<file path="src/common/cache_pkg.sv">
package cache_pkg;

  // Cache geometry
  localparam int WAYS        = 4;
  localparam int SETS        = 16;

  // Address fields of a 32-bit byte address
  localparam int SET_BITS    = 4;
  localparam int OFFSET_BITS = 5;
  localparam int TAG_BITS    = 23;

  // Line and memory beat sizes
  localparam int LINE_BITS   = 256;
  localparam int BEAT_BITS   = 64;
  localparam int BEATS       = 4;

  // Controller states
  typedef enum logic [2:0] {
    IDLE,       // Waiting for a CPU request or a back-invalidate
    LOOKUP,     // Tag compare, respond on hit or pick miss path
    WRITEBACK,  // Dirty victim line going out to memory
    REFILL,     // Missing line coming in from memory
    INSTALL,    // Refilled line written into the victim way
    INVAL       // Back-invalidate read and handshake with outer level
  } dcache_state_e;

  // Burst direction on the memory port
  typedef enum logic {
    BURST_READ,
    BURST_WRITE
  } burst_op_e;

  // One beat on the memory port
  typedef struct packed {
    logic [31:0]          addr;
    logic                 write;
    logic [BEAT_BITS-1:0] wdata;
  } dfp_beat_t;

  // Lookup result handed to the controller
  typedef struct packed {
    logic [WAYS-1:0]     hit;
    logic                victim_valid;
    logic                victim_dirty;
    logic [TAG_BITS-1:0] victim_tag;
  } way_status_t;

endpackage

</file>
<file path="src/rtl/plru.sv">
`timescale 1ns/10ps

module plru
  import cache_pkg::*;
(
  input  logic                clk,
  input  logic                rst,
  input  logic [SET_BITS-1:0] set,
  input  logic                update,
  input  logic [WAYS-1:0]     hit_way,
  output logic [WAYS-1:0]     victim
);

  // Bit 0 picks the half, bit 1 the way in 0/1, bit 2 the way in 2/3
  logic [2:0] tree [SETS];
  logic [2:0] cur;
  logic [1:0] victim_idx;

  assign cur        = tree[set];
  assign victim_idx = cur[0] ? {1'b1, cur[2]} : {1'b0, cur[1]};
  assign victim     = WAYS'(1) << victim_idx;

  always_ff @(posedge clk) begin
    if (rst) begin
      for (int s = 0; s < SETS; s++) begin
        tree[s] <= 3'b000;
      end
    end else if (update) begin
      // Point away from the way just used
      if (hit_way[0] || hit_way[1]) begin
        tree[set][0] <= 1'b1;
        tree[set][1] <= hit_way[0];
      end else if (hit_way[2] || hit_way[3]) begin
        tree[set][0] <= 1'b0;
        tree[set][2] <= hit_way[2];
      end
    end
  end

endmodule

</file>
<file path="config.mk">
export PLATFORM = sky130hd
export DESIGN_NAME = plru
export DESIGN_NICKNAME = d
export VERILOG_FILES = /design/src/common/cache_pkg.sv /design/src/rtl/plru.sv
export SDC_FILE = /design/constraint.sdc
export NUM_CORES = 1
export LEC_CHECK = 0
export ABC_AREA = 1
export ABC_CLOCK_PERIOD_IN_PS = 2100
export BUFFER_PORTS_ARGS = -buffer_cell sky130_fd_sc_hd__buf_2
export CORE_ASPECT_RATIO = 1.1
export CORE_MARGIN = 2
export CORE_UTILIZATION = 30
export DETAILED_ROUTE_END_ITERATION = 16
export GPL_TIMING_DRIVEN = 1
export PLACE_DENSITY = 0.51
export REMOVE_ABC_BUFFERS = 1
export SYNTH_ARGS = -nofsm -noshare
export SYNTH_HDL_FRONTEND = slang
export SYNTH_SLANG_ARGS = --single-unit
</file>
<file path="constraint.sdc">
create_clock -name clk -period 2.1 [get_ports clk]
set_input_delay 0.105 -clock clk [delete_from_list [all_inputs] [get_ports clk]]
set_output_delay 0.105 -clock clk [all_outputs]
set_load 0.05 [all_outputs]
</file>
==> results of run 1 <==
==> per-layer routing <==
| metal | track usage, % | vias to the layer above | wire [µm] |
|---|---|---|---|
| li1 | - | 1173 | - |
| met1 | 18.32 | 1003 | 3017 |
| met2 | 24.55 | 25 | 3452 |
| met3 | 1.930 | 7 | 137 |
| met4 | 4.125 | 0 | 108 |
| met5 | 0 | - | 0 |
==> cells in the mapped netlist <==
cell type,n
sky130_fd_sc_hd__buf_6,4
sky130_fd_sc_hd__inv_2,10
sky130_fd_sc_hd__nand2_2,2
sky130_fd_sc_hd__edfxtp_1,48
sky130_fd_sc_hd__nor2_2,3
sky130_fd_sc_hd__inv_4,1
sky130_fd_sc_hd__inv_1,27
sky130_fd_sc_hd__buf_1,2
sky130_fd_sc_hd__nand3_2,1
sky130_fd_sc_hd__clkbuf_1,4
sky130_fd_sc_hd__nand3_1,16
sky130_fd_sc_hd__buf_4,4
sky130_fd_sc_hd__buf_2,3
sky130_fd_sc_hd__nor3_4,1
sky130_fd_sc_hd__nor2_1,56
sky130_fd_sc_hd__nand2_1,195
sky130_fd_sc_hd__nor2_4,3
==> area by class of cell <==
cell class	count	area (µm²)	share of cell area (%)
Clock buffer	5	68.82	2.250
Clock inverter	3	42.54	1.391
Inverter	38	145.1	4.746
Multi-Input combinational cell	277	1114	36.42
Sequential cell	48	1441	47.14
Tap cell	117	146.4	4.787
Timing Repair Buffer	18	100.1	3.273
==> final timing paths <==
| check | from | endpoint | slack [ps] |
|---|---|---|---|
| max | tree[7][0] | victim[3] | 420 |
| min | update | tree[5][0] | 230 |
==> cell families (layout without fill, tap and decap cells) <==
group,after synthesis,after routing,share of synthesized area [%]
and+or+nand+nor,277,277,39.59
buffers and inverters,55,64,9.164
DFF,48,48,51.25
==> metrics by stage <==
stage | setup slack, ps | power [mW] | area, µm² | hold slack [ps]
global placement | 497.9 | 1.443 | 2947 | 543.0
detailed placement | 535.3 | 1.444 | 2947 | 552.9
floorplan | 448.2 | 1.339 | 2700 | 400.2
finish | 424.5 | 2.098 | 3058 | 230.4
CTS | 381.5 | 2.115 | 3058 | 229.3
global route | 274.6 | 2.183 | 3058 | 243.8
==> power by group through the flow <==
| stage | Combinational [mW] | Clock (mW) | Sequential [mW] |
|---|---|---|---|
| after global routing | 0.338 | 0.723 | 1.12 |
| final | 0.300 | 0.681 | 1.12 |
| after global placement | 0.304 | 0 | 1.14 |
| after floorplan | 0.204 | 0 | 1.14 |
| after CTS | 0.305 | 0.692 | 1.12 |
| after detailed placement | 0.304 | 0 | 1.14 |
==> summary.log, run 1 <==
[setup_path] number of buffers and inverters on the critical path 1
[synthesis] Yosys top cell area share 51.25%
[power_and_ir_drop] share of power burned in registers 53.2%
[finish] fraction of the core area covered by cells at the end of the flow 33.03%
[setup_path] family with the most delay on the worst path simple AND/OR/NAND/NOR gates
[drt] total DRC errors in the routed layout 0
[timing] unrepaired setup endpoints after global routing false
[timing] count of final hold-check violations 0
[timing] Tcrit/Tclk final 79.79%
[power_and_ir_drop] worst-case vdd ir drop 279.0 µV
[finish] final net count 399
[setup_path] CP Data Required Time 2000 ps
[finish] leading registers by flop count tree (48)
[drt] via total after detailed routing 2208
[setup_path] slowest cell on the critical path sky130_fd_sc_hd__edfxtp_1
[drt] number of routed nets with antenna violations 0
[finish] register with the most flip-flops tree
[timing] fin. max-slew vios 0
[synthesis] number of instances in the synthesized netlist 380
[grt] initial antenna violation count 0
[setup_path] CP Max Fanout 2
[synthesis] sequential fraction of the synthesis area 51.25%
[finish] most frequent cells in the layout sky130_fd_sc_hd__nand2_1, sky130_fd_sc_hd__nor2_1, sky130_fd_sc_hd__edfxtp_1
[power_and_ir_drop] leakage power total 1.540 nW
[clocking] clock-pin transition on the worst setup and hold timing paths 100 ps
[grt] global-route wire length before repair 10.92 mm
[placed_design] placed cells 498
[clocking] number of clock buffers inserted by TritonCTS 5
[synthesis] mean instance size in the synthesized netlist 7.402 µm²
[floorplanning] placement row count 37
[min_path] kind of path behind the tightest hold check primary input to register
[power_and_ir_drop] Clock Power Share 32.4%
[clocking] number of buffers added for setup after CTS 0
[finish] post-route insts no fill 506
[drt] WL per Instance 13.27 µm
[grt] Total GRT Usage 14.23%
[run_status] run status completed
[setup_path] sort of element at the end of the critical path output port
[timing] number of setup violations in the final report 0
[floorplanning] width of the die 96.32 µm
[floorplanning] die area 0.01017 mm²
[timing] slew at the pin closest to its max-slew limit 637.6 ps
[setup_path] Most common cell on crit path sky130_fd_sc_hd__nand2_1
[synthesis] number of storage elements in the synthesis netlist 48
[synthesis] Yosys top cell by area sky130_fd_sc_hd__edfxtp_1
[floorplanning] starting utilization of the core area 30.38%
[clocking] clock tree from TritonCTS done
[drt] detailed-router iteration count before antenna repair 4
[power_and_ir_drop] P per Cell Area 686.0 mW/mm²
[clocking] clock root buffer master sky130_fd_sc_hd__clkbuf_8
[power_and_ir_drop] switching power 0.5623 mW
[synthesis] total standard cell area after synthesis 0.002813 mm²
[clocking] number of buffers inserted by hold repair at cts 0
[finish] most common cell after layout, fill and taps aside sky130_fd_sc_hd__nand2_1
[setup_path] Arrival @ worst endpoint 1570 ps
[grt] total gr overflow 0
[synthesis] largest cells by area after synthesis sky130_fd_sc_hd__edfxtp_1, sky130_fd_sc_hd__nand2_1, sky130_fd_sc_hd__nor2_1, sky130_fd_sc_hd__inv_1, sky130_fd_sc_hd__nand3_1
[finish] layout cells sized above 1 12.08%
[synthesis] warnings from Yosys 0
[min_path] Cells on Worst Hold Path 3
[placed_design] DP Wirelength 4.633 mm
[grt] largest net degree at the start of global routing 49
[setup_path] biggest cell delay along the critical path 390 ps
[timing] final critical delay including setup and external delays 1676 ps
[floorplanning] number of top-level pins 15
[finish] synthesis-to-layout area growth 8.719%
[power_and_ir_drop] fraction of power consumed by combinational cells 14.3%
[setup_path] list of cells traversed by the critical path nand2_1 -> nand2_1 -> nand2_1 -> nand2_1 -> nand2_1 -> nand2_1 -> nor2_1 -> nor2_1 -> buf_2
[clocking] number of buffers between clock root and the deepest sink 2
[grt] number of global-route vias before repair 2177
[clocking] post-CTS resize count 0
[timing] remaining max-slew budget at the tightest pin 57.45%
[placed_design] total of buffers placed on input and output ports 14
[finish] Filler Cells Inserted 1033
[clocking] number of sinks handled by clock tree synthesis 48
[drt] detail-routed via count per cell 4.364
[clocking] CTS H-Tree Depth 2
[drt] iteration-0 DRC count of the detailed router 92
[setup_path] critical path start-end classification register to output port
[run] max_cap viols 0
[setup_path] Critical Path Source Type register
[floorplanning] vertical die dimension 105.6 µm
[finish] flip-flop count of the largest register, all copies and words added 48
[timing] Max Clk Rate 596.8 MHz
[synthesis] number of distinct library cell variants in the gate-level netlist after synthesis 17
[placed_design] final RePlAce weighted congestion 0.8608
[timing] accumulated negative setup slack 0 ps
[setup_path] total stage count of the critical path 9
[power_and_ir_drop] switching fraction of total power 26.80%
[power_and_ir_drop] cell-internal power 1.536 mW
[drt] final wirelength 6.716 mm
[finish] antenna diode count 0
[floorplanning] core area 0.009259 mm²
Power figures use the tool's default switching activity.
==> inputs of run 2 (changes only) <==
--- a/config.mk
+++ b/config.mk
@@ -5,8 +5,8 @@
 export SDC_FILE = /design/constraint.sdc
 export NUM_CORES = 1
 export LEC_CHECK = 0
-export ABC_AREA = 1
-export ABC_CLOCK_PERIOD_IN_PS = 2100
+export ABC_AREA = 0
+export ABC_CLOCK_PERIOD_IN_PS = 1650
 export BUFFER_PORTS_ARGS = -buffer_cell sky130_fd_sc_hd__buf_2
 export CORE_ASPECT_RATIO = 1.1
 export CORE_MARGIN = 2
==> constraint.sdc (replaced) <==
create_clock -name clk -period 1.65 [get_ports clk]
set_input_delay 0.0825 -clock clk [delete_from_list [all_inputs] [get_ports clk]]
set_output_delay 0.0825 -clock clk [all_outputs]
set_load 0.05 [all_outputs]
==> run 2 against run 1 <==
  * The run now ends with setup timing left
  * Die area decreased by 2.0%
  * Critical path type unchanged
  * Clock-buffer cell count unchanged
  * Via count decreased by 8.5%
  * Global-route usage increased by 1.3 points
  * Highest routed layer unchanged
==> summary.log, run 2 <==
[run_status] run status finished, violations left
[run_status] failing checks setup timing
[clocking] number of sinks handled by clock tree synthesis 48 [unchanged]
[synthesis] mean instance size in the synthesized netlist 11.87 µm² [+60%]
[drt] final wirelength 7.131 mm [+6.2%]
[drt] WL per Instance 18.19 µm [+37%]
[min_path] Hold Crit Endpoint tree[14][2]
[placed_design] total of buffers placed on input and output ports 14 [unchanged]
[finish] synthesis-to-layout area growth 24.17%
[finish] layout cells sized above 1 37.41% [+25 points]
[synthesis] number of distinct library cell variants in the gate-level netlist after synthesis 29 [+12]
[grt] largest net degree at the start of global routing 34 [-31%]
[grt] number of global-route vias before repair 2121 [-2.6%]
[setup_path] critical path start-end classification register to output port
[timing] Max Clk Rate 526.3 MHz
[grt] global-route wire length before repair 11.65 mm [+6.7%]
[grt] total gr overflow 0 [unchanged]
[timing] min setup slack post-route -250.1 ps [-674.6 ps]
[synthesis] commonest register cell after synthesis sky130_fd_sc_hd__edfxtp_1
[synthesis] share of synthesized flip-flops with an asynchronous set or reset 0% [unchanged]
[floorplanning] number of top-level pins 15 [unchanged]
[setup_path] Critical Path Source Type register
[placed_design] final RePlAce weighted congestion 0.8673 [+0.76%]
[floorplanning] placement row count 36 [-2.7%]
[floorplanning] die area 0.009963 mm² [-2.0%]
[timing] accumulated negative setup slack -912.3 ps [-912.3 ps]
[floorplanning] vertical die dimension 104.5 µm [-1.0%]
[finish] Filler Cells Inserted 867 [-16%]
[clocking] CTS H-Tree Depth 2 [unchanged]
[synthesis] number of storage elements in the synthesis netlist 48 [unchanged]
[drt] iteration-0 DRC count of the detailed router 84 [-8.7%]
[timing] final critical delay including setup and external delays 1900 ps
[floorplanning] width of the die 95.35 µm [-1.0%]
[grt] Total GRT Usage 15.57% [+1.3 points]
[synthesis] number of instances in the synthesized netlist 232 [-39%]
[floorplanning] core area 0.008874 mm² [-4.2%]
[power_and_ir_drop] worst-case vdd ir drop 350.5 µV [+26%]
[floorplanning] starting utilization of the core area 31.03% [+0.66 points]
[min_path] Min-Delay Startpoint hit_way[2]
[finish] register with the most flip-flops tree
[clocking] number of buffers between clock root and the deepest sink 2 [unchanged]
[timing] worst hold slack across all endpoints 254.8 ps [+24.47 ps]
[synthesis] sequential fraction of the synthesis area 52.34% [+1.1 points]
[timing] Tcrit/Tclk final 115.2%
[timing] unrepaired setup endpoints after global routing true
[clocking] clock root buffer master sky130_fd_sc_hd__clkbuf_8
[min_path] Cells on Worst Hold Path 3 [unchanged]
[clocking] clock tree from TritonCTS done
[finish] final net count 289 [-28%]
[synthesis] Post-synth EDFFs 48 [unchanged]
[timing] slew at the pin closest to its max-slew limit 458.7 ps [-178.9 ps]
[drt] total DRC errors in the routed layout 0 [unchanged]
[timing] fin. max-slew vios 0 [unchanged]
[min_path] kind of path behind the tightest hold check primary input to register
[drt] number of routed nets with antenna violations 0 [unchanged]
[power_and_ir_drop] P per Cell Area 849.8 mW/mm² [+24%]
[grt] initial antenna violation count 0 [unchanged]
[timing] remaining max-slew budget at the tightest pin 69.14% [+12 points]
[clocking] clock-pin transition on the worst setup and hold timing paths 90 ps [about the same]
[synthesis] total standard cell area after synthesis 0.002754 mm² [-2.1%]
[placed_design] dpl ws -153.4 ps [-688.7 ps]
[power_and_ir_drop] leakage power total 1.416 nW [-8.1%]
[setup_path] Arrival @ worst endpoint 1820 ps [+250 ps]
[placed_design] DP Wirelength 5.478 mm [+18%]
[finish] antenna diode count 0 [unchanged]
[timing] number of setup violations in the final report 4 [+4]
[synthesis] Yosys top cell by area sky130_fd_sc_hd__edfxtp_1
[synthesis] warnings from Yosys 0 [unchanged]
[setup_path] sort of element at the end of the critical path output port
[drt] detail-routed via count per cell 5.156 [+18%]
[synthesis] most instantiated library cell after synthesis sky130_fd_sc_hd__edfxtp_1
[synthesis] top cell types by occurrence after synthesis sky130_fd_sc_hd__edfxtp_1, sky130_fd_sc_hd__nor2_1, sky130_fd_sc_hd__and3_1
[synthesis] Yosys top cell area share 52.34% [+1.1 points]
[drt] via total after detailed routing 2021 [-8.5%]
[finish] leading registers by flop count tree (48)
[power_and_ir_drop] total power consumption of the routed design 2.906 mW [+39%]
[finish] flip-flop count of the largest register, all copies and words added 48 [unchanged]
[clocking] number of clock buffers inserted by TritonCTS 5 [unchanged]
[drt] detailed-router iteration count before antenna repair 4 [unchanged]
[setup_path] CP Max Fanout 2 [unchanged]
[finish] most frequent cells in the layout sky130_fd_sc_hd__edfxtp_1, sky130_fd_sc_hd__buf_4, sky130_fd_sc_hd__nor2_1
[finish] most common cell after layout, fill and taps aside sky130_fd_sc_hd__edfxtp_1
[setup_path] CP Data Required Time 1570 ps [-430 ps]
[timing] count of final hold-check violations 0 [unchanged]
[synthesis] largest cells by area after synthesis sky130_fd_sc_hd__edfxtp_1, sky130_fd_sc_hd__mux4_2, sky130_fd_sc_hd__a21o_1, sky130_fd_sc_hd__and3_1, sky130_fd_sc_hd__nor2_1
[run] max_cap viols 0 [unchanged]
==> run 2: cell types whose count changed in the layout (fill, tap and decap cells not counted), moves of 7 or more <==
cell / before / now
sky130_fd_sc_hd__and3_1: 0 / 23
sky130_fd_sc_hd__mux4_2: 0 / 12
sky130_fd_sc_hd__o21bai_1: 0 / 7
sky130_fd_sc_hd__inv_1: 27 / 0
sky130_fd_sc_hd__nor2_1: 56 / 29
sky130_fd_sc_hd__inv_2: 10 / 0
sky130_fd_sc_hd__nand2_1: 195 / 8
sky130_fd_sc_hd__nand3_1: 16 / 4
sky130_fd_sc_hd__a21o_1: 0 / 21
sky130_fd_sc_hd__or2_2: 0 / 13
sky130_fd_sc_hd__buf_4: 4 / 40
==> run 2: worst max-delay path by stage <==
stage,start,endpoint,slack [ps],cells past startpoint
2_1_floorplan,tree[3][0],victim[1],-300,4
4_1_cts,tree[10][2],victim[2],-260,5
3_3_place_gp,hit_way[1],tree[13][0],-140,7
3_5_place_dp,hit_way[1],tree[13][0],-150,7
5_1_grt,tree[3][2],victim[2],-310,5
6_report,tree[15][2],victim[2],-250,5
==> run 2: layout make-up <==
type | count | area [µm²] | area share [%]
clock buffer | 5 | 68.82 | 2.012
clock inverter | 2 | 60.06 | 1.756
multi-input combinational | 167 | 1262 | 36.92
sequential | 48 | 1441 | 42.15
tap | 114 | 142.6 | 4.171
timing repair buffer | 56 | 444.2 | 12.99
==> run 2: timing repair <==
| action | in CTS | in global routing |
|---|---|---|
| hold buffers | 0 | 0 |
| resized for setup | 14 | 3 |
| buffers inserted | 0 | 1 |
| setup endpoints to repair | 4 | 4 |
| gates cloned | 0 | 0 |
| hold endpoints to repair | 0 | 0 |
| pin swaps | 5 | 2 |
==> run 2: metrics by stage <==
stage / area (µm²) / instances / utilization, %
after CTS: 3403 / 391 / 38.35
after global routing: 3420 / 392 / 38.54
after global placement: 3221 / 384 / 36.29
final: 3420 / 392 / 38.54
after floorplan: 2663 / 215 / -
after detailed placement: 3221 / 384 / 36.29
==> run 2: cell families (layout without fill, tap and decap cells) <==
family / Yosys count / after routing / share of synthesized area [%]
AOI/OAI and AO/OA: 44 / 44 / 11.99
and+or+nand+nor: 111 / 111 / 22.54
buffers and inverters: 17 / 63 / 3.316
DFF: 48 / 48 / 52.34
muxes: 12 / 12 / 9.814
==> run 2: routing by layer <==
metal  track usage [%]  vias up  wire length, µm
li1                  -      960                -
met3             1.884        8              285
met4             4.348        0              106
met1             20.23      997             3139
met5                 0        -                0
met2             26.86       56             3600
==> run 2: worst max-delay path: stages, from the launching register on <==
cell and delay (ps):
sky130_fd_sc_hd__edfxtp_1 400, sky130_fd_sc_hd__mux4_2 500, sky130_fd_sc_hd__a22oi_2 170, sky130_fd_sc_hd__nand2_2 110, sky130_fd_sc_hd__a21oi_1 130, sky130_fd_sc_hd__buf_4 210
==> run 2: power breakdown <==
part	switching (mW)	internal (mW)
combinational	0.269	0.220
clock	0.396	0.596
sequential	0.0188	1.40
==> inputs of run 3 (changes only) <==
--- a/config.mk
+++ b/config.mk
@@ -14,7 +14,9 @@
 export DETAILED_ROUTE_END_ITERATION = 16
 export GPL_TIMING_DRIVEN = 1
 export PLACE_DENSITY = 0.51
+export RECOVER_POWER = 25
 export REMOVE_ABC_BUFFERS = 1
+export SETUP_SLACK_MARGIN = 0.3
 export SYNTH_ARGS = -nofsm -noshare
 export SYNTH_HDL_FRONTEND = slang
 export SYNTH_SLANG_ARGS = --single-unit
==> run 3 against run 2 <==
  * The run still ends with setup timing left
  * Sequential cell count is the same
  * Non-clock buffer count grew 2
  * Die area is the same
  * Power grew 0.15%
  * Setup slack gained 15 ps
  * Combinational power is essentially flat
  * Fmax grew 0.78%
  * Clock power is essentially flat
  * Via count shrank 0.54%
  * Sequential share of layout area shrank 0.31 points
  * Critical path type unchanged
  * Largest cell class unchanged
  * Largest power group unchanged
==> summary.log, run 3 (same netlist as run 2, synthesis figures left out) <==
[finish] antenna diode count 0 [unchanged]
[placed_design] final RePlAce weighted congestion 0.8673 [unchanged]
[clocking] clock root buffer master sky130_fd_sc_hd__clkbuf_8
[grt] initial antenna violation count 0 [unchanged]
[clocking] number of buffers between clock root and the deepest sink 2 [unchanged]
[timing] final critical delay including setup and external delays 1885 ps [-14.66 ps]
[finish] fraction of the core area covered by cells at the end of the flow 38.82% [+0.28 points]
[run_status] run status finished, violations left
[timing] number of setup violations in the final report 7 [+3]
[finish] Filler Cells Inserted 867 [unchanged]
[timing] remaining max-slew budget at the tightest pin 67.43% [-1.7 points]
[grt] total gr overflow 0 [unchanged]
[floorplanning] die area 0.009963 mm² [unchanged]
[finish] leading registers by flop count tree (48)
[drt] via total after detailed routing 2010 [-0.54%]
[finish] synthesis-to-layout area growth 25.08%
[timing] worst hold slack across all endpoints 266.6 ps [+11.77 ps]
[finish] most frequent cells in the layout sky130_fd_sc_hd__edfxtp_1, sky130_fd_sc_hd__buf_4, sky130_fd_sc_hd__nor2_1
[min_path] kind of path behind the tightest hold check primary input to register
[drt] detailed-router iteration count before antenna repair 4 [unchanged]
[run_status] failing checks setup timing
[setup_path] sort of element at the end of the critical path output port
[timing] Tcrit/Tclk final 114.3% [-0.89 points]
[floorplanning] width of the die 95.35 µm [unchanged]
[timing] count of final hold-check violations 0 [unchanged]
[run] max_cap viols 0 [unchanged]
[placed_design] dpl cell area 0.003221 mm² [unchanged]
[drt] iteration-0 DRC count of the detailed router 60 [-29%]
[setup_path] CP Data Required Time 1570 ps [about the same]
[drt] final wirelength 7.170 mm [+0.55%]
[finish] most common cell after layout, fill and taps aside sky130_fd_sc_hd__edfxtp_1
[power_and_ir_drop] leakage power total 1.424 nW [+0.58%]
[placed_design] DP Wirelength 5.478 mm [unchanged]
[finish] post-route insts no fill 394 [+0.51%]
[floorplanning] placement row count 36 [unchanged]
[setup_path] Arrival @ worst endpoint 1800 ps [-20 ps]
[floorplanning] vertical die dimension 104.5 µm [unchanged]
[drt] number of routed nets with antenna violations 0 [unchanged]
[clocking] CTS H-Tree Depth 2 [unchanged]
[clocking] number of clock buffers inserted by TritonCTS 5 [unchanged]
[power_and_ir_drop] P per Cell Area 844.8 mW/mm² [-0.58%]
[timing] unrepaired setup endpoints after global routing true
[floorplanning] number of top-level pins 15 [unchanged]
[grt] number of global-route vias before repair 2128 [+0.33%]
[timing] min setup slack post-route -235.4 ps [+14.66 ps]
[finish] layout cells sized above 1 36.43% [-0.98 points]
[setup_path] CP Max Fanout 2 [unchanged]
[placed_design] placed cells 384 [unchanged]
[finish] final net count 291 [+0.69%]
[finish] flip-flop count of the largest register, all copies and words added 48 [unchanged]
[clocking] number of sinks handled by clock tree synthesis 48 [unchanged]
[floorplanning] core area 0.008874 mm² [unchanged]
[timing] fin. max-slew vios 0 [unchanged]
[grt] largest net degree at the start of global routing 34 [unchanged]
[placed_design] dpl ws -153.4 ps [unchanged]
[clocking] clock-pin transition on the worst setup and hold timing paths 90 ps [about the same]
[drt] detail-routed via count per cell 5.102 [-1.0%]
[finish] register with the most flip-flops tree
[grt] global-route wire length before repair 11.64 mm [-0.12%]
[floorplanning] starting utilization of the core area 31.03% [unchanged]
[setup_path] critical path start-end classification register to output port
[clocking] number of buffers inserted by hold repair at cts 0 [unchanged]
[setup_path] Critical Path Source Type register
[finish] post-route standard cell area excluding fillers 0.003445 mm² [+0.73%]
[timing] slew at the pin closest to its max-slew limit 484.2 ps [+25.41 ps]
[power_and_ir_drop] worst-case vdd ir drop 351.2 µV [+0.18%]
[drt] total DRC errors in the routed layout 0 [unchanged]
[timing] Max Clk Rate 530.4 MHz [+0.78%]
[clocking] clock tree from TritonCTS done
[grt] Total GRT Usage 15.56% [about the same]
[placed_design] total of buffers placed on input and output ports 14 [unchanged]
[drt] WL per Instance 18.20 µm [about the same]
## run 3: cell count changes in the layout (fill, tap and decap cells not counted), sizes merged
cell,before,now
clkbuf,5,15
buf,56,48
## run 3: layout make-up
type | count | area, µm² | area share, %
Clock buffer | 5 | 68.82 | 1.998
Clock inverter | 2 | 60.06 | 1.744
Multi-Input combinational cell | 167 | 1292 | 37.52
Sequential cell | 48 | 1441 | 41.85
Tap cell | 114 | 142.6 | 4.141
Timing Repair Buffer | 58 | 439.2 | 12.75
## run 3: stage by stage
| step | power [mW] | setup TNS (ps) |
|---|---|---|
| 2_1_floorplan | 1.691 | -744.9 |
| 3_3_place_gp | 1.899 | -901.4 |
| 3_5_place_dp | 1.902 | -1573 |
| 4_1_cts | 2.932 | -945.6 |
| 5_1_grt | 3.011 | -2806 |
| 6_report | 2.910 | -1090 |
## run 3: final timing paths
| path | depth (start not counted) | startpoint | endpoint | slack, ps |
|---|---|---|---|---|
| setup / recovery | 5 | tree[15][2] | victim[2] | -240 |
| hold / removal | 3 | hit_way[2] | tree[14][2] | 270 |
## run 3: repair_timing
item / 4_1_cts / 5_1_grt
hold endpoints to repair: 0 / 0
buffers inserted: 0 / 3
endpoints found under the setup margin: 22 / 17
gates resized for setup: 22 / 11
pin swaps: 9 / 7
## run 3: power by group
group	total (mW)	switching (mW)	internal (mW)
clock network	0.995	0.399	0.597
registers	1.42	0.0186	1.40
logic	0.491	0.272	0.219
## run 3: per-layer routing
metal | vias up | routed length, µm | global-route usage [%]
li1 | 962 | - | -
met1 | 990 | 3067 | 19.96
met2 | 49 | 3703 | 27.11
met3 | 9 | 295 | 1.884
met4 | 0 | 104 | 4.348
met5 | - | 0 | 0
## run 3: worst max-delay path: stages, from the launching register on
cell	delay [ps]
sky130_fd_sc_hd__edfxtp_1	400
sky130_fd_sc_hd__mux4_2	500
sky130_fd_sc_hd__a22oi_2	160
sky130_fd_sc_hd__nand2_2	100
sky130_fd_sc_hd__a21oi_1	130
sky130_fd_sc_hd__buf_4	210
